### src/common/s1c88_pkg.sv
package s1c88_pkg;

    // bus_status encoding on the external bus
    localparam logic [1:0] BUS_STATUS_IDLE      = 2'd0;
    localparam logic [1:0] BUS_STATUS_MEM_WRITE = 2'd2;
    localparam logic [1:0] BUS_STATUS_MEM_READ  = 2'd3;

    typedef enum logic [2:0] {
        STATE_IDLE          = 3'd0,
        STATE_VECTOR_READ   = 3'd1,
        STATE_OPEXT_READ    = 3'd2,
        STATE_IMM_LOW_READ  = 3'd3,
        STATE_IMM_HIGH_READ = 3'd4,
        STATE_EXECUTE       = 3'd5
    } state_t;

    localparam logic [2:0] MICRO_TYPE_MISC = 3'd0;
    localparam logic [2:0] MICRO_TYPE_BUS  = 3'd1;

    localparam logic MICRO_BUS_READ  = 1'b0;
    localparam logic MICRO_BUS_WRITE = 1'b1;

    // register codes, shared by move source/destination and bus register
    localparam logic [4:0] MICRO_MOV_NONE     = 5'h00;
    localparam logic [4:0] MICRO_MOV_IMM      = 5'h01;
    localparam logic [4:0] MICRO_MOV_IMM_HIGH = 5'h03;
    localparam logic [4:0] MICRO_MOV_BR       = 5'h0D;
    localparam logic [4:0] MICRO_MOV_EP       = 5'h11;
    localparam logic [4:0] MICRO_MOV_ALU_R    = 5'h13;
    localparam logic [4:0] MICRO_MOV_ALU_A    = 5'h14;

    // page addressing EP:BR:ll
    localparam logic [4:0] MICRO_ADD_BR = 5'h07;

    localparam logic [4:0] MICRO_ALU_NONE = 5'h00;
    localparam logic [4:0] MICRO_ALU_OR   = 5'h03;

    typedef struct packed {
        logic [2:0] op_type;
        logic       alu_size;
        logic [4:0] alu_op;
        logic       bus_dir;
        logic       last;
        logic       early;
        logic [4:0] dst;
        logic [4:0] src;
    } micro_mov_t;

    typedef struct packed {
        logic [2:0] op_type;
        logic       alu_size;
        logic [4:0] alu_op;
        logic       bus_dir;
        logic       last;
        logic       early;
        logic [4:0] addr_mode;
        logic [4:0] bus_reg;
    } micro_bus_t;

    // one 22-bit microinstruction, read as a move or as a bus access
    typedef union packed {
        micro_mov_t mov;
        micro_bus_t bus;
    } micro_op_t;

    localparam int MICRO_ROM_DEPTH   = 32;
    localparam int TRANSLATION_DEPTH = 768;

    localparam logic [7:0]  EXT_OPCODE_BASE     = 8'hCD;
    localparam logic [23:0] RESET_DUMMY_ADDRESS = 24'hDEFACE;
    localparam int          RESET_WAIT_CYCLES   = 2;
    localparam logic [23:0] RESET_VECTOR_LOW    = 24'h000000;

endpackage

### src/common/s1c88_seq_if.sv
`timescale 1ns/1ps

interface s1c88_seq_if;
    import s1c88_pkg::*;

    logic       pk;
    logic       pl;
    state_t     state;
    state_t     next_state;
    // microinstruction of the bus cycle that starts at the next pl edge
    micro_op_t  micro_op;
    logic       fetch_opcode;
    logic [1:0] vector_step;
    logic       running;
    logic       alu_b_imm8;
    logic [7:0] opcode;
    logic [7:0] opext;

    modport sequencer (
        output pk, pl, state, next_state, micro_op, fetch_opcode,
        output vector_step, running, alu_b_imm8,
        input  opcode, opext
    );

    modport datapath (
        input  pk, pl, state, next_state, micro_op, fetch_opcode,
        input  vector_step, running, alu_b_imm8,
        output opcode, opext
    );

endinterface

### src/hw/sequencer/opcode_decode.sv
`timescale 1ns/1ps

module opcode_decode
(
    input  logic [7:0] opcode,
    input  logic [7:0] opext,
    output logic       need_opext,
    output logic       need_imm,
    output logic       imm_size,
    output logic       alu_b_imm8,
    output logic [9:0] ext_opcode
);
    import s1c88_pkg::*;

    logic [7:0] ext_num;

    assign need_opext = (opcode == 8'hCE) || (opcode == 8'hCF);
    // CE maps to table page 1, CF to page 2
    assign ext_num    = opcode - EXT_OPCODE_BASE;
    assign ext_opcode = need_opext ? {ext_num[1:0], opext} : {2'b00, opcode};

    always_comb
    begin
        need_imm   = (opcode == 8'hB4) || (opcode == 8'hDD) || (opcode == 8'hD9) ||
                     ((opcode == 8'hCE) && (opext == 8'hC5));
        // ll then nn
        imm_size   = (opcode == 8'hDD) || (opcode == 8'hD9);
        alu_b_imm8 = (opcode == 8'hD9);
    end

endmodule

### src/hw/sequencer/microcode_rom.sv
`timescale 1ns/1ps

module microcode_rom
(
    input  logic [9:0]            ext_opcode,
    input  logic [8:0]            micro_address,
    input  logic [3:0]            micro_step,
    output logic [8:0]            entry,
    output s1c88_pkg::micro_op_t  micro_op
);
    import s1c88_pkg::*;

    logic [8:0] index;

    function automatic micro_op_t mov_step(input logic [4:0] dst, input logic [4:0] src);
        micro_op_t op;
        op.mov = '{op_type: MICRO_TYPE_MISC, alu_size: 1'b0, alu_op: MICRO_ALU_NONE,
                   bus_dir: MICRO_BUS_READ, last: 1'b1, early: 1'b1, dst: dst, src: src};
        return op;
    endfunction

    function automatic micro_op_t bus_step(input logic dir, input logic [4:0] alu,
                                           input logic [4:0] bus_reg);
        micro_op_t op;
        op.bus = '{op_type: MICRO_TYPE_BUS, alu_size: 1'b0, alu_op: alu, bus_dir: dir,
                   last: 1'b0, early: 1'b0, addr_mode: MICRO_ADD_BR, bus_reg: bus_reg};
        return op;
    endfunction

    // unlisted opcodes land on entry 0
    always_comb
    begin
        entry = 9'd0;
        if (int'(ext_opcode) < TRANSLATION_DEPTH)
        begin
            case (ext_opcode)
                10'h0B4: entry = 9'd1;
                10'h1C5: entry = 9'd2;
                10'h0DD: entry = 9'd3;
                10'h0D9: entry = 9'd5;
                default: entry = 9'd0;
            endcase
        end
    end

    assign index = micro_address + 9'(micro_step);

    always_comb
    begin
        micro_op = mov_step(MICRO_MOV_NONE, MICRO_MOV_NONE);
        if (int'(index) < MICRO_ROM_DEPTH)
        begin
            case (index[4:0])
                5'd1: micro_op = mov_step(MICRO_MOV_BR, MICRO_MOV_IMM);
                5'd2: micro_op = mov_step(MICRO_MOV_EP, MICRO_MOV_IMM);
                // LD [BR:ll],#nn
                5'd3: micro_op = bus_step(MICRO_BUS_WRITE, MICRO_ALU_NONE, MICRO_MOV_IMM_HIGH);
                // OR [BR:ll],#nn, read then write back
                5'd5: micro_op = bus_step(MICRO_BUS_READ, MICRO_ALU_NONE, MICRO_MOV_ALU_A);
                5'd6: micro_op = bus_step(MICRO_BUS_WRITE, MICRO_ALU_OR, MICRO_MOV_ALU_R);
                default: micro_op = mov_step(MICRO_MOV_NONE, MICRO_MOV_NONE);
            endcase
        end
    end

endmodule

### src/hw/sequencer/s1c88_sequencer.sv
`timescale 1ns/1ps

module s1c88_sequencer
(
    input logic clk,
    input logic reset,
    s1c88_seq_if.sequencer seq
);
    import s1c88_pkg::*;

    logic [1:0] reset_count;
    logic [8:0] microaddress;
    logic [3:0] mpc;
    logic       cur_last;
    logic [8:0] up_address;
    logic [3:0] up_step;
    logic [8:0] entry;
    logic [9:0] ext_opcode;
    logic       need_opext;
    logic       need_imm;
    logic       imm_size;
    micro_op_t  up_op;

    opcode_decode decode_inst
    (
        .opcode     (seq.opcode),
        .opext      (seq.opext),
        .need_opext (need_opext),
        .need_imm   (need_imm),
        .imm_size   (imm_size),
        .alu_b_imm8 (seq.alu_b_imm8),
        .ext_opcode (ext_opcode)
    );

    microcode_rom rom_inst
    (
        .ext_opcode    (ext_opcode),
        .micro_address (up_address),
        .micro_step    (up_step),
        .entry         (entry),
        .micro_op      (up_op)
    );

    assign seq.micro_op = up_op;

    // the opcode fetched during the last step decides what follows
    always_comb
    begin
        unique case (seq.state)
            STATE_IDLE:
                seq.next_state = STATE_VECTOR_READ;
            STATE_VECTOR_READ:
                seq.next_state = (seq.vector_step == 2'd2) ? STATE_EXECUTE : STATE_VECTOR_READ;
            STATE_EXECUTE:
                if (!cur_last)
                    seq.next_state = STATE_EXECUTE;
                else if (need_opext)
                    seq.next_state = STATE_OPEXT_READ;
                else if (need_imm)
                    seq.next_state = STATE_IMM_LOW_READ;
                else
                    seq.next_state = STATE_EXECUTE;
            STATE_OPEXT_READ:
                seq.next_state = need_imm ? STATE_IMM_LOW_READ : STATE_EXECUTE;
            STATE_IMM_LOW_READ:
                seq.next_state = imm_size ? STATE_IMM_HIGH_READ : STATE_EXECUTE;
            default:
                seq.next_state = STATE_EXECUTE;
        endcase
    end

    // position of the upcoming micro step
    always_comb
    begin
        if (seq.state == STATE_EXECUTE && !cur_last)
        begin
            up_address = microaddress;
            up_step    = mpc + 4'd1;
        end
        else if (seq.state == STATE_VECTOR_READ)
        begin
            // first opcode fetch runs as the no-op at entry 0
            up_address = 9'd0;
            up_step    = 4'd0;
        end
        else
        begin
            up_address = entry;
            up_step    = 4'd0;
        end
    end

    always_ff @(negedge clk, posedge reset)
    begin
        if (reset)
        begin
            reset_count      <= 2'd0;
            seq.running      <= 1'b0;
            seq.pl           <= 1'b0;
            seq.state        <= STATE_IDLE;
            seq.vector_step  <= 2'd0;
            seq.fetch_opcode <= 1'b0;
            microaddress     <= 9'd0;
            mpc              <= 4'd0;
            cur_last         <= 1'b0;
        end
        else if (!seq.running)
        begin
            reset_count <= reset_count + 2'd1;
            if (reset_count == 2'(RESET_WAIT_CYCLES - 1))
                seq.running <= 1'b1;
        end
        else
        begin
            seq.pl <= ~seq.pl;
            if (seq.pl)
            begin
                seq.state        <= seq.next_state;
                seq.fetch_opcode <= (seq.next_state == STATE_EXECUTE) && up_op.mov.early;
                if (seq.state == STATE_VECTOR_READ)
                    seq.vector_step <= seq.vector_step + 2'd1;
                if (seq.next_state == STATE_EXECUTE)
                begin
                    microaddress <= up_address;
                    mpc          <= up_step;
                    cur_last     <= up_op.mov.last;
                end
            end
        end
    end

    always_ff @(posedge clk, posedge reset)
    begin
        if (reset)
            seq.pk <= 1'b0;
        else if (seq.running)
            seq.pk <= ~seq.pk;
    end

    a_state_legal: assert property (@(negedge clk) disable iff (reset)
        seq.state inside {STATE_IDLE, STATE_VECTOR_READ, STATE_OPEXT_READ,
                          STATE_IMM_LOW_READ, STATE_IMM_HIGH_READ, STATE_EXECUTE});

    a_no_fetch_in_imm: assert property (@(posedge clk) disable iff (reset)
        seq.state inside {STATE_IMM_LOW_READ, STATE_IMM_HIGH_READ} |-> !seq.fetch_opcode);

endmodule

### src/hw/datapath/s1c88_datapath.sv
`timescale 1ns/1ps

module s1c88_datapath
(
    input  logic        clk,
    input  logic        reset,
    s1c88_seq_if.datapath seq,
    input  logic [7:0]  data_in,
    output logic [7:0]  data_out,
    output logic [23:0] address_out,
    output logic [1:0]  bus_status,
    output logic        read,
    output logic        write,
    output logic        sync
);
    import s1c88_pkg::*;

    logic [15:0] pc;
    logic [7:0]  imm_low;
    logic [7:0]  imm_high;
    logic [7:0]  ep;
    logic [7:0]  br;
    logic [7:0]  alu_a;
    logic [7:0]  alu_b;
    logic [7:0]  alu_r;
    logic [7:0]  mov_src;
    micro_op_t   cur_op;
    logic        up_exec;
    logic        up_bus;
    logic        cur_bus_read;
    logic        cur_bus_write;
    logic        operand_read;
    logic        vector_read;

    assign up_exec       = seq.next_state == STATE_EXECUTE;
    assign up_bus        = up_exec && seq.micro_op.bus.op_type == MICRO_TYPE_BUS;
    assign cur_bus_read  = seq.state == STATE_EXECUTE && cur_op.bus.op_type == MICRO_TYPE_BUS &&
                           cur_op.bus.bus_dir == MICRO_BUS_READ;
    assign cur_bus_write = seq.state == STATE_EXECUTE && cur_op.bus.op_type == MICRO_TYPE_BUS &&
                           cur_op.bus.bus_dir == MICRO_BUS_WRITE;
    assign operand_read  = seq.fetch_opcode ||
                           seq.state inside {STATE_OPEXT_READ, STATE_IMM_LOW_READ,
                                             STATE_IMM_HIGH_READ};
    assign vector_read   = seq.state == STATE_VECTOR_READ && seq.vector_step != 2'd0;

    // OR or pass-through
    assign alu_r = (cur_op.bus.alu_op == MICRO_ALU_OR) ? (alu_a | alu_b) : alu_a;

    assign write = seq.pl && seq.pk && cur_bus_write;
    assign sync  = seq.fetch_opcode;

    always_comb
    begin
        case (seq.micro_op.mov.src)
            MICRO_MOV_IMM:      mov_src = imm_low;
            MICRO_MOV_IMM_HIGH: mov_src = imm_high;
            MICRO_MOV_EP:       mov_src = ep;
            MICRO_MOV_BR:       mov_src = br;
            default:            mov_src = 8'h00;
        endcase
    end

    // address phase, one per bus cycle
    always_ff @(negedge clk, posedge reset)
    begin
        if (reset)
        begin
            address_out <= '1;
            bus_status  <= BUS_STATUS_IDLE;
            ep          <= 8'h00;
            br          <= 8'h00;
        end
        else if (seq.running && seq.pl)
        begin
            bus_status <= BUS_STATUS_IDLE;
            if (seq.state == STATE_IDLE)
                address_out <= RESET_DUMMY_ADDRESS;
            else if (seq.state == STATE_VECTOR_READ && seq.vector_step != 2'd2)
            begin
                address_out <= RESET_VECTOR_LOW + 24'(seq.vector_step);
                bus_status  <= BUS_STATUS_MEM_READ;
            end
            else if (up_bus && seq.micro_op.bus.addr_mode == MICRO_ADD_BR)
            begin
                address_out <= {ep, br, imm_low};
                bus_status  <= (seq.micro_op.bus.bus_dir == MICRO_BUS_WRITE) ?
                               BUS_STATUS_MEM_WRITE : BUS_STATUS_MEM_READ;
            end
            else if ((up_exec && seq.micro_op.mov.early) ||
                     seq.next_state inside {STATE_OPEXT_READ, STATE_IMM_LOW_READ,
                                            STATE_IMM_HIGH_READ})
            begin
                address_out <= {8'h00, pc};
                bus_status  <= BUS_STATUS_MEM_READ;
            end

            if (up_exec && !up_bus)
            begin
                case (seq.micro_op.mov.dst)
                    MICRO_MOV_EP: ep <= mov_src;
                    MICRO_MOV_BR: br <= mov_src;
                    default: ;
                endcase
            end
        end
    end

    always_ff @(negedge clk)
    begin
        if (seq.running && seq.pl)
            cur_op <= seq.micro_op;
    end

    always_ff @(posedge clk, posedge reset)
    begin
        if (reset)
        begin
            read <= 1'b0;
            pc   <= 16'h0000;
        end
        else if (seq.running)
        begin
            read <= 1'b0;
            if (!seq.pk)
            begin
                read <= operand_read || cur_bus_read || vector_read;
                if (operand_read)
                    pc <= pc + 16'd1;
            end
            else if (vector_read)
            begin
                if (seq.vector_step == 2'd1)
                    pc[7:0] <= data_in;
                else
                    pc[15:8] <= data_in;
            end
        end
    end

    // read data capture at pk 1, write data at pk 0
    always_ff @(posedge clk)
    begin
        if (seq.running && seq.pk)
        begin
            if (seq.fetch_opcode)
                seq.opcode <= data_in;
            case (seq.state)
                STATE_OPEXT_READ:    seq.opext <= data_in;
                STATE_IMM_LOW_READ:  imm_low <= data_in;
                STATE_IMM_HIGH_READ: imm_high <= data_in;
                default: ;
            endcase
            if (seq.alu_b_imm8 && seq.state == STATE_IMM_HIGH_READ)
                alu_b <= data_in;
            if (cur_bus_read && cur_op.bus.bus_reg == MICRO_MOV_ALU_A)
                alu_a <= data_in;
        end
        else if (seq.running && cur_bus_write)
        begin
            data_out <= (cur_op.bus.bus_reg == MICRO_MOV_ALU_R) ? alu_r : imm_high;
        end
    end

    a_no_read_write: assert property (@(posedge clk) disable iff (reset)
        !(read && write));

    a_write_status: assert property (@(posedge clk) disable iff (reset)
        write |-> bus_status == BUS_STATUS_MEM_WRITE);

endmodule

### src/hw/s1c88.sv
`timescale 1ns/1ps

module s1c88
(
    input  logic        clk,
    input  logic        reset,
    input  logic [7:0]  data_in,
    output logic [7:0]  data_out,
    output logic [23:0] address_out,
    output logic [1:0]  bus_status,
    output logic        read,
    output logic        write,
    output logic        sync,
    output logic        pk,
    output logic        pl
);

    s1c88_seq_if seq_bus ();

    s1c88_sequencer sequencer_inst
    (
        .clk   (clk),
        .reset (reset),
        .seq   (seq_bus.sequencer)
    );

    s1c88_datapath datapath_inst
    (
        .clk         (clk),
        .reset       (reset),
        .seq         (seq_bus.datapath),
        .data_in     (data_in),
        .data_out    (data_out),
        .address_out (address_out),
        .bus_status  (bus_status),
        .read        (read),
        .write       (write),
        .sync        (sync)
    );

    // bus phases come out of the sequencer
    assign pk = seq_bus.pk;
    assign pl = seq_bus.pl;

endmodule

### config.mk
export PLATFORM = sky130hd
export DESIGN_NAME = s1c88
export DESIGN_NICKNAME = d
export VERILOG_FILES = /design/src/common/s1c88_pkg.sv /design/src/common/s1c88_seq_if.sv /design/src/hw/sequencer/opcode_decode.sv /design/src/hw/sequencer/microcode_rom.sv /design/src/hw/sequencer/s1c88_sequencer.sv /design/src/hw/datapath/s1c88_datapath.sv /design/src/hw/s1c88.sv
export SDC_FILE = /design/constraint.sdc
export NUM_CORES = 1
export LEC_CHECK = 0
export BUFFER_PORTS_ARGS = -buffer_cell sky130_fd_sc_hd__buf_2
export CAP_MARGIN = 25
export CORE_UTILIZATION = 61
export DETAILED_ROUTE_END_ITERATION = 10
export GPL_TIMING_DRIVEN = 1
export PLACE_DENSITY_LB_ADDON = 0.12
export SLEW_MARGIN = 20
export SYNTH_ARGS = -nofsm -noshare
export SYNTH_HDL_FRONTEND = slang
export SYNTH_SLANG_ARGS = --single-unit
### constraint.sdc
create_clock -name clk -period 6.1 [get_ports clk]
set_input_delay 0.305 -clock clk [delete_from_list [all_inputs] [get_ports clk]]
set_output_delay 0.305 -clock clk [all_outputs]
set_load 0.03 [all_outputs]
==> metrics, run 1 <==
status finished, violations left; failing checks design-rule violations, negative setup slack; dominant synthesized flop cell edfxtp_1; number of CTS-inserted buffers 17; H-tree lvl count 4; synth warn 0; crit path max fanout 6; mapped cell area 7310 sq um; r2r startpoint datapath_inst.seq.opcode[0]; required time worst endpoint 3.30 ns; Skew-Pair Late Insertion Delay 0.47 ns; nets 846; syn_nets 690; CP max stage cell edfxtp_1; Synth Area in Adders 2.67%; Vias/cell 6.57; max-cap viol count 0; Logic pwr share 6.1%; main combinational cell family by area after synthesis simple AND/OR/NAND/NOR gates; largest net degree at the start of global routing 50; CTS sink cnt 146; Startpoint Class flip-flop; Biggest register datapath_inst.address_out; mux share of post-synthesis cell area 3.96%; worst rel slew slack 30.5%; NetSw 0.632 mW; Core Footprint 11,600 sq um; Synth top area share 25.5%; dpl hpwl 14.3 mm; GRT busiest layer met2; setup TNS -47.72 ns; Placer Congestion 0.917; CTS root buffer clkbuf_16; CP bufs+invs 5; Mapped Cells 665; cell family with most CP delay compound AO/OA/AOI/OAI gates; Buffers on Ports 48; leading area contributor after synthesis edfxtp_1; worst slew pin tran 1.04 ns; CTS tree built; met1 global-route usage 46.1%; largest registers datapath_inst.address_out: 24 flops, datapath_inst.pc: 16 flops, sequencer_inst.microaddress: 9 flops; max reg flops 24; clock network power share 45.6%; antenna cells 0; PwrDens 244 nW/um^2; first-pass GRT wire length 32.7 mm; initial antenna violation count 0; Synth Area in Simple Gates 20.1%; hold path start data_in[3]; Net Sw Frac 27.4%; EDFF count, synth 62; slowest cell delay on critical path 0.43 ns; unrepaired setup endpoints after global routing yes; M3 GR Usage 7.68%; die width 111 um; worst reg2reg path depth 19; Pre-antenna DRT Iters 8; CP Cell Sequence inv_2 -> ha_4 -> nor2_4 -> or3_4 -> o211ai_1 -> buf_4 -> o41ai_2 -> nand3b_1 -> nand2_1 -> fa_2 -> a211oi_4 -> buf_4 -> o21a_1 -> nor3_4 -> nor3b_4 -> buf_4 -> buf_6 -> a21oi_2 -> a221o_1; commonest non-fill, non-tap cells in the layout buf_4, edfxtp_1, nand2_1; Die ar. 12,400 sq um; vias in the first global route 6,059; post-synth cell types 73; Reg power frac 48.3%; #FFs+latches synth 146; die span in y 111 um; Initial Util 63.2%; Cells on Worst Hold Path 1; Post-Route WL 21.8 mm; drt drc 4; Setup crit end kind flip-flop; Pwr Total 2.30 mW; Synth Area in XOR/XNOR 1.08%; synth top area cells edfxtp_1, dfrtn_1, dfstp_2, dfrtp_1, a21oi_1; Overflow after GRT 0; Clock transition at path regs 0.06 ns; worst setup margin -1.10 ns; share of post-route cells with drive strength above 1 35.6%; # setup viols final 49; sequential area share after synthesis 54.7%; M2 GR Usage 56.5%; VDD IR-drop max 0.000167 V; Setup Skew 0.0733 ns; Mean Syn Cell Area 11.0 sq um; static leakage 3.99 nW; vias 6,417; worst min path class input pin to flip-flop; Internal Power 1.67 mW; Crit path depth 19; ANT nets after route 0; Iter 0 DRT Violations 695; GR Util All Layers 35.1%; Max Slew Vio Count 0; num ports 49; Arrival @ worst endpoint 4.40 ns; compound-gate portion of the synthesized area 14.5%; Async S/R FF share, synth 57.5%; most common cell after layout, fill and taps aside buf_4; CTS max path bufs 2; area delta synth->final 29.1%; Setup Crit Path Kind flip-flop to flip-flop; CP dominant cell by count buf_4; Area after DPL 8230 sq um; final core utilization 81.6%; WL per Instance 22.4 um; design area 9430 sq um; Post-Place Setup Slack -1.01 ns; Hold Vio Cnt, Final 0; CP startpoint datapath_inst.seq.opcode[0]; row count 39
[stage by stage]
step           cells  hold slack [ns]
4_1_cts          960            0.250
5_1_grt          977            0.246
3_3_place_gp     887            0.407
3_5_place_dp     887            0.408
6_report         977            0.263
2_1_floorplan    665            0.387
[power by group through the flow]
stage | combinational, mW | sequential (mW) | clock, mW
5_1_grt | 0.151 | 1.11 | 1.11
4_1_cts | 0.130 | 1.11 | 1.05
6_report | 0.141 | 1.11 | 1.05
2_1_floorplan | 0.0603 | 1.14 | 0.0309
3_5_place_dp | 0.129 | 1.12 | 0.0309
3_3_place_gp | 0.125 | 1.12 | 0.0309
[Yosys cell counts, types with 4 or more instances]
cell and n:
dfrtp_1 18, nand2_1 51, o21ai_0 30, nand3_1 46, nor3b_1 4, nand2b_1 4, dfstp_2 24, inv_1 15
buf_2 14, edfxtp_1 62, nand3b_1 16, a21oi_1 52, and3_1 12, a22o_1 5, or4_1 4, mux2_2 23
o41ai_1 8, nor3_1 8, ha_1 14, nand4_1 12, a22oi_1 4, nor2_1 43, nor2b_1 7, o21a_1 4
dfrtn_1 42, o31ai_1 6, xor2_1 4, o22ai_1 7, and2_1 12, o211ai_1 4, or2_2 4, clkbuf_1 17
nor4b_1 13, nand4b_1 4, xnor2_1 5, a31oi_1 6, o221ai_1 10
[layout make-up]
class / instances / area [sq um]
flip-flops and latches: 146 / 3990
clock inverters: 44 / 219
multi-input cells: 468 / 3500
repair buffers: 144 / 1060
well taps: 143 / 179
clock buffers: 18 / 429
fillers: 646 / 2130
inverters: 14 / 53.8
[repair_timing]
action / in CTS / in global routing
hold buffers: 1 / 0
endpoints found under the hold margin: 4 / 0
cloned: 0 / 2
resized for setup: 19 / 53
pin swaps: 15 / 52
endpoints found under the setup margin: 49 / 50
setup buffers: 11 / 18
[routing by layer]
metal | up-vias | share of wire [%]
met1 | 3149 | 39
met4 | 0 | 3.9
met3 | 66 | 9.8
met5 | - | 0
met2 | 372 | 47
li1 | 2830 | -
[cells by family (layout without fill, tap and decap cells)]
family / count (synthesis) / in the layout
xor+xnor: 9 / 9
compound gates: 160 / 160
simple gates: 257 / 258
mux: 26 / 26
fa+ha+maj: 15 / 15
buf+inv: 52 / 220
flops: 146 / 146
[final timing paths]
| check | endpoint | slack (ns) |
|---|---|---|
| max | datapath_inst.bus_status[0] | -1.10 |
| min | datapath_inst.alu_b[3] | 0.26 |
| max reg2reg | datapath_inst.bus_status[0] | -1.10 |
| min reg2reg | sequencer_inst.reset_count[0] | 0.41 |
| max in group asynchronous | datapath_inst.address_out[12] | 1.83 |
| min in group asynchronous | datapath_inst.pc[2] | 0.50 |
No activity file was read; power rests on OpenSTA's default activity.
==> run 2, diff against run 1 <==
- ABC_AREA: unset -> 1
==> run 2 against run 1 <==
  * The run ends with negative setup slack left
  * Via count fell by 0.59%
  * Sequential cell count did not move
  * Sequential power barely moved
  * Cell area fell by 3.5%
==> metrics, run 2 <==
Placer Congestion 0.930; sequential area share after synthesis 56.1%; area delta synth->final 27.9%; Mean Syn Cell Area 8.80 sq um; largest registers datapath_inst.address_out: 24 flops, datapath_inst.pc: 16 flops, sequencer_inst.microaddress: 9 flops; Max Slew Vio Count 0; Arrival @ worst endpoint 4.21 ns; CP Cell Sequence inv_2 -> ha_4 -> nand3_4 -> a21oi_4 -> buf_4 -> a21oi_2 -> nor3b_2 -> nand3_1 -> nand2_1 -> nand2_2 -> o21ai_2 -> ha_2 -> fa_2 -> xor2_1 -> nand3_1 -> inv_1 -> o211ai_2 -> nand2_2 -> nand3_4 -> clkbuf_16 -> o211ai_1 -> nand2_1; initial antenna violation count 0; row count 39; Skew-Pair Late Insertion Delay 0.49 ns; CTS max path bufs 2; status finished, violations left; CTS root buffer clkbuf_16; die width 110 um; synth top area cells edfxtp_1, dfrtn_1, nand2_1, dfstp_2, dfrtp_1; largest net degree at the start of global routing 51; failing checks negative setup slack; Synth top area share 26.2%; Post-Place Setup Slack -0.794 ns; CP max stage cell edfxtp_1; worst slew pin tran 0.873 ns; Setup crit end kind flip-flop; worst rel slew slack 41.7%; GR Util All Layers 32.8%; crit path max fanout 10; mapped cell area 7120 sq um; Pre-antenna DRT Iters 5; unrepaired setup endpoints after global routing yes; setup TNS -33.65 ns; dominant synthesized flop cell edfxtp_1; Overflow after GRT 0; Initial Util 62.3%; Hold Vio Cnt, Final 0; Async S/R FF share, synth 57.5%; max reg flops 24; number of fill cells in the layout 683; synth warn 0; dpl hpwl 12.7 mm; nets 970; most common cell after layout, fill and taps aside nand2_1; commonest non-fill, non-tap cells in the layout nand2_1, inv_1, nor2_1; hold buffers post-CTS 0; #FFs+latches synth 146; PwrDens 265 nW/um^2; Buffers on Ports 48; NetSw 0.618 mW; EDFF count, synth 62; slowest cell delay on critical path 0.44 ns; antenna cells 0; die span in y 110 um; Post-synth top cells nand2_1, inv_1, nor2_1; Post-Route WL 19.5 mm; worst min path class input pin to asynchronous set/reset pin; design area 9100 sq um; number of CTS-inserted buffers 17; Setup Skew 0.0901 ns; Logic pwr share 6.3%; ANT nets after route 0; clock network power share 48.2%; vias in the first global route 5,906; Internal Power 1.79 mW; Biggest register datapath_inst.address_out; # setup viols final 49; most common cell in the netlist nand2_1; worst setup margin -0.798 ns; post-synth cell types 43; Startpoint Class flip-flop; Net Sw Frac 25.6%; Setup Crit Path Kind flip-flop to flip-flop; required time worst endpoint 3.41 ns; share of post-route cells with drive strength above 1 28.3%; Reg power frac 45.5%; CTS tree built; Die ar. 12,100 sq um; Iter 0 DRT Violations 567; Core Footprint 11,400 sq um; leading area contributor after synthesis edfxtp_1; H-tree lvl count 4; cell family with most CP delay simple AND/OR/NAND/NOR gates; final core utilization 79.7%; syn_nets 834; Area after DPL 7940 sq um; Vias/cell 5.79; num ports 49; first-pass GRT wire length 29.2 mm; internal reg-to-reg setup slack -0.80 ns; static leakage 4.38 nW; vias 6,379; WL per Instance 17.7 um; drt drc 0; max-cap viol count 0; CTS sink cnt 146; CP bufs+invs 4; Mapped Cells 809; VDD IR-drop max 0.000392 V; Clock transition at path regs 0.07 ns
## run 2: metal layers
layer / vias up / global-route usage (%) / share of wire (%)
met5: - / 0 / 0
met4: 0 / 11.7 / 3.1
met3: 55 / 7.64 / 7.9
met2: 348 / 52.8 / 49
met1: 3036 / 43.7 / 40
li1: 2940 / - / -
## run 2: cell families (layout without fill, tap and decap cells)
kind of cell / count (synthesis) / after routing / share of synthesized area [%]
flops: 146 / 146 / 56.1
fa+ha+maj: 15 / 15 / 2.74
compound gates: 114 / 115 / 9.07
buf+inv: 128 / 276 / 7.15
xor+xnor: 8 / 8 / 0.984
simple gates: 398 / 398 / 23.9
## run 2: worst paths after layout
kind	startpoint	cells past startpoint	endpoint
setup / recovery	datapath_inst.seq.opcode[0]	22	datapath_inst.address_out[4]
hold / removal	reset	2	sequencer_inst.seq.pk
setup reg to reg	datapath_inst.seq.opcode[0]	22	datapath_inst.address_out[4]
hold reg to reg	sequencer_inst.reset_count[0]	1	sequencer_inst.reset_count[0]
max in group asynchronous	reset	3	datapath_inst.address_out[23]
min in group clk	data_in[0]	1	datapath_inst.seq.opcode[0]
## run 2: metrics by stage
step,total power [mW],hold WS (ns),cells
2_1_floorplan,1.23,0.387,809
3_3_place_gp,1.28,0.406,1028
3_5_place_dp,1.28,0.419,1028
4_1_cts,2.41,0.0587,1092
5_1_grt,2.49,0.123,1101
6_report,2.41,0.0539,1101
## run 2: area by class of cell
| class | instances | area, sq um | area share [%] |
|---|---|---|---|
| timing repair buffer | 105 | 732 | 8.04 |
| inverter | 108 | 415 | 4.56 |
| multi-input combinational | 536 | 3040 | 33.4 |
| sequential | 146 | 3990 | 43.9 |
| tap | 143 | 179 | 1.97 |
| clock buffer | 22 | 539 | 5.92 |
| clock inverter | 40 | 198 | 2.17 |
| timing repair inverter | 1 | 6.26 | 0.0687 |
## run 2: power groups by stage
stage | Clock (mW) | Combinational (mW) | Sequential [mW]
finish | 1.16 | 0.152 | 1.10
global route | 1.23 | 0.163 | 1.10
CTS | 1.17 | 0.146 | 1.09
detailed placement | 0.0309 | 0.142 | 1.11
global placement | 0.0309 | 0.137 | 1.11
floorplan | 0.0309 | 0.0628 | 1.14
## run 2: repair_timing
item,CTS,global route
gates resized for setup,49,38
hold endpoints to repair,0,0
buffers inserted,2,7
setup endpoints to repair,49,49
gates cloned,1,3
pin swaps,12,18
==> run 3, diff against run 2 <==
- CORE_UTILIZATION: 61 -> 62
- SYNTH_HIERARCHICAL: unset -> 1
==> run 3 against run 2 <==
  * The run ends with negative hold slack, negative setup slack left
  * Synthesized cell count is 32% higher
  * Non-clock buffer count rose by 37
  * Wire length rose by 20%
  * Die area increased by 18%
  * Clock power hardly changed
  * Clock-buffer cell count fell by 2
  * Largest cell class unchanged
  * Largest power group unchanged
  * Highest routed layer unchanged
==> metrics, run 3 <==
largest net degree at the start of global routing 37; worst rel slew slack 41.1%; PwrDens 214 nW/um^2; share of post-route cells with drive strength above 1 26.9%; status finished, violations left; vias in the first global route 7,187; ANT nets after route 0; first-pass GRT wire length 36.1 mm; crit path max fanout 8; Clock transition at path regs 0.06 ns; Skew-Pair Late Insertion Delay 0.47 ns; Hold WS -0.0457 ns; design area 10,700 sq um; VDD IR-drop max 0.000188 V; r2r endpoint datapath_inst/br[2]; r2r startpoint datapath_inst/seq.opcode[1]; required time worst endpoint 3.47 ns; drt drc 0; row count 42; commonest non-fill, non-tap cells in the layout nand2_1, inv_1, buf_4; CP dominant cell by count nand2_2; Post-Route WL 23.4 mm; Setup Crit Path Kind flip-flop to flip-flop; final core utilization 80.2%; die width 120 um; number of fill cells in the layout 863; CP startpoint datapath_inst/seq.opcode[1]; Register Area 4230 sq um; Max Slew Vio Count 0; die span in y 120 um; GR Util All Layers 32.9%; Hold Vio Cnt, Final 1; Placer Congestion 0.918; static leakage 5.27 nW; mapped cell area 8580 sq um; multi-input logic area 4060 sq um; Setup crit end kind flip-flop; CTS sink cnt 154; max reg flops 24; Vias/cell 5.62; failing checks negative hold slack, negative setup slack; WL per Instance 16.4 um; worst min path class input pin to asynchronous set/reset pin; Arrival @ worst endpoint 5.09 ns; Setup Skew 0.0677 ns; worst setup margin -1.62 ns; number of CTS-inserted buffers 17; Initial Util 64.2%; largest registers datapath_inst/address_out: 24 flops, datapath_inst/pc: 16 flops, datapath_inst/cur_op: 14 flops; area delta synth->final 24.8%; internal reg-to-reg setup slack -1.62 ns; Iter 0 DRT Violations 863; num ports 49; slowest cell delay on critical path 0.49 ns; Core Footprint 13,300 sq um; Pre-antenna DRT Iters 7; worst slew pin tran 0.877 ns; Mean Syn Cell Area 8.01 sq um; # setup viols final 52; CTS max path bufs 2; antenna cells 0; synth warn 6; Overflow after GRT 0; worst reg2reg path depth 33; initial antenna violation count 0; Startpoint Class flip-flop; CTS tree built; CTS root buffer clkbuf_16; Buffers on Ports 48; dpl hpwl 14.9 mm; max-cap viol count 0; H-tree lvl count 4; most common cell after layout, fill and taps aside nand2_1; vias 8,016; nets 1,261; Area after DPL 9370 sq um; Mapped Cells 1,070; Biggest register datapath_inst/address_out; Pwr Total 2.29 mW; CP max stage cell edfxtp_1; Die ar. 14,300 sq um; unrepaired setup endpoints after global routing yes
==> run 3: cell count changes in the layout (fill, tap and decap cells not counted), sizes merged, moves of 28 or more <==
cell / previous run / this run
nand3: 57 / 90
inv: 140 / 172
o21ai: 31 / 59
buf: 103 / 142
a21oi: 50 / 10
nand2: 209 / 393
==> run 3: what timing repair did <==
item                                    in CTS  in global routing
hold buffers                                 0                  0
endpoints found under the setup margin      52                 52
pin swaps                                   19                 26
gates resized for setup                     38                 77
buffers inserted                            18                 11
hold endpoints to repair                     0                  0
cloned                                       1                  0
==> run 3: report_power, final <==
group	switching, mW	leakage [nW]	internal, mW	total, mW
combinational	0.0469	3.16	0.0153	0.0621
clock	0.502	0.478	0.627	1.13
sequential	0.00558	1.64	1.09	1.10
total	0.555	5.27	1.74	2.29
==> run 3: metrics by stage <==
step | TNS, ns | setup slack, ns | cells
final | -71.33 | -1.62 | 1427
after global routing | -86.19 | -1.91 | 1427
after CTS | -62.05 | -1.33 | 1419
after detailed placement | -65.06 | -1.56 | 1331
after global placement | -58.67 | -1.42 | 1331
after floorplan | -45.47 | -1.06 | 1081
==> run 3: per-layer routing <==
layer  GRT usage, %  routed length [um]
met4           12.4                 566
met5              0                   0
met3           5.32                2100
met1           46.0                9520
met2           51.8               11200
==> run 3: worst max path at each step <==
stage and end:
2_1_floorplan datapath_inst/address_out[11], 3_3_place_gp datapath_inst/br[6], 3_5_place_dp datapath_inst/br[6], 4_1_cts datapath_inst/address_out[22]
5_1_grt datapath_inst/br[2], 6_report datapath_inst/br[2]
==> run 3: area by class of cell <==
| cell class | instances | share of cell area, % |
|---|---|---|
| clock buffer | 20 | 4.37 |
| multi-input combinational | 753 | 37.9 |
| timing repair buffer | 142 | 9.08 |
| tap | 176 | 2.06 |
| clock inverter | 50 | 2.27 |
| sequential | 154 | 39.6 |
| inverter | 132 | 4.75 |
==> run 3: worst max-delay path: cells and delay by family, from the launching register on <==
family                     cells  cell delay, ns
DFF                            1            0.49
buffers and inverters          7            0.62
and+or+nand+nor               21            2.39
adders and majority gates      2            0.65
AOI/OAI and AO/OA              3            0.49
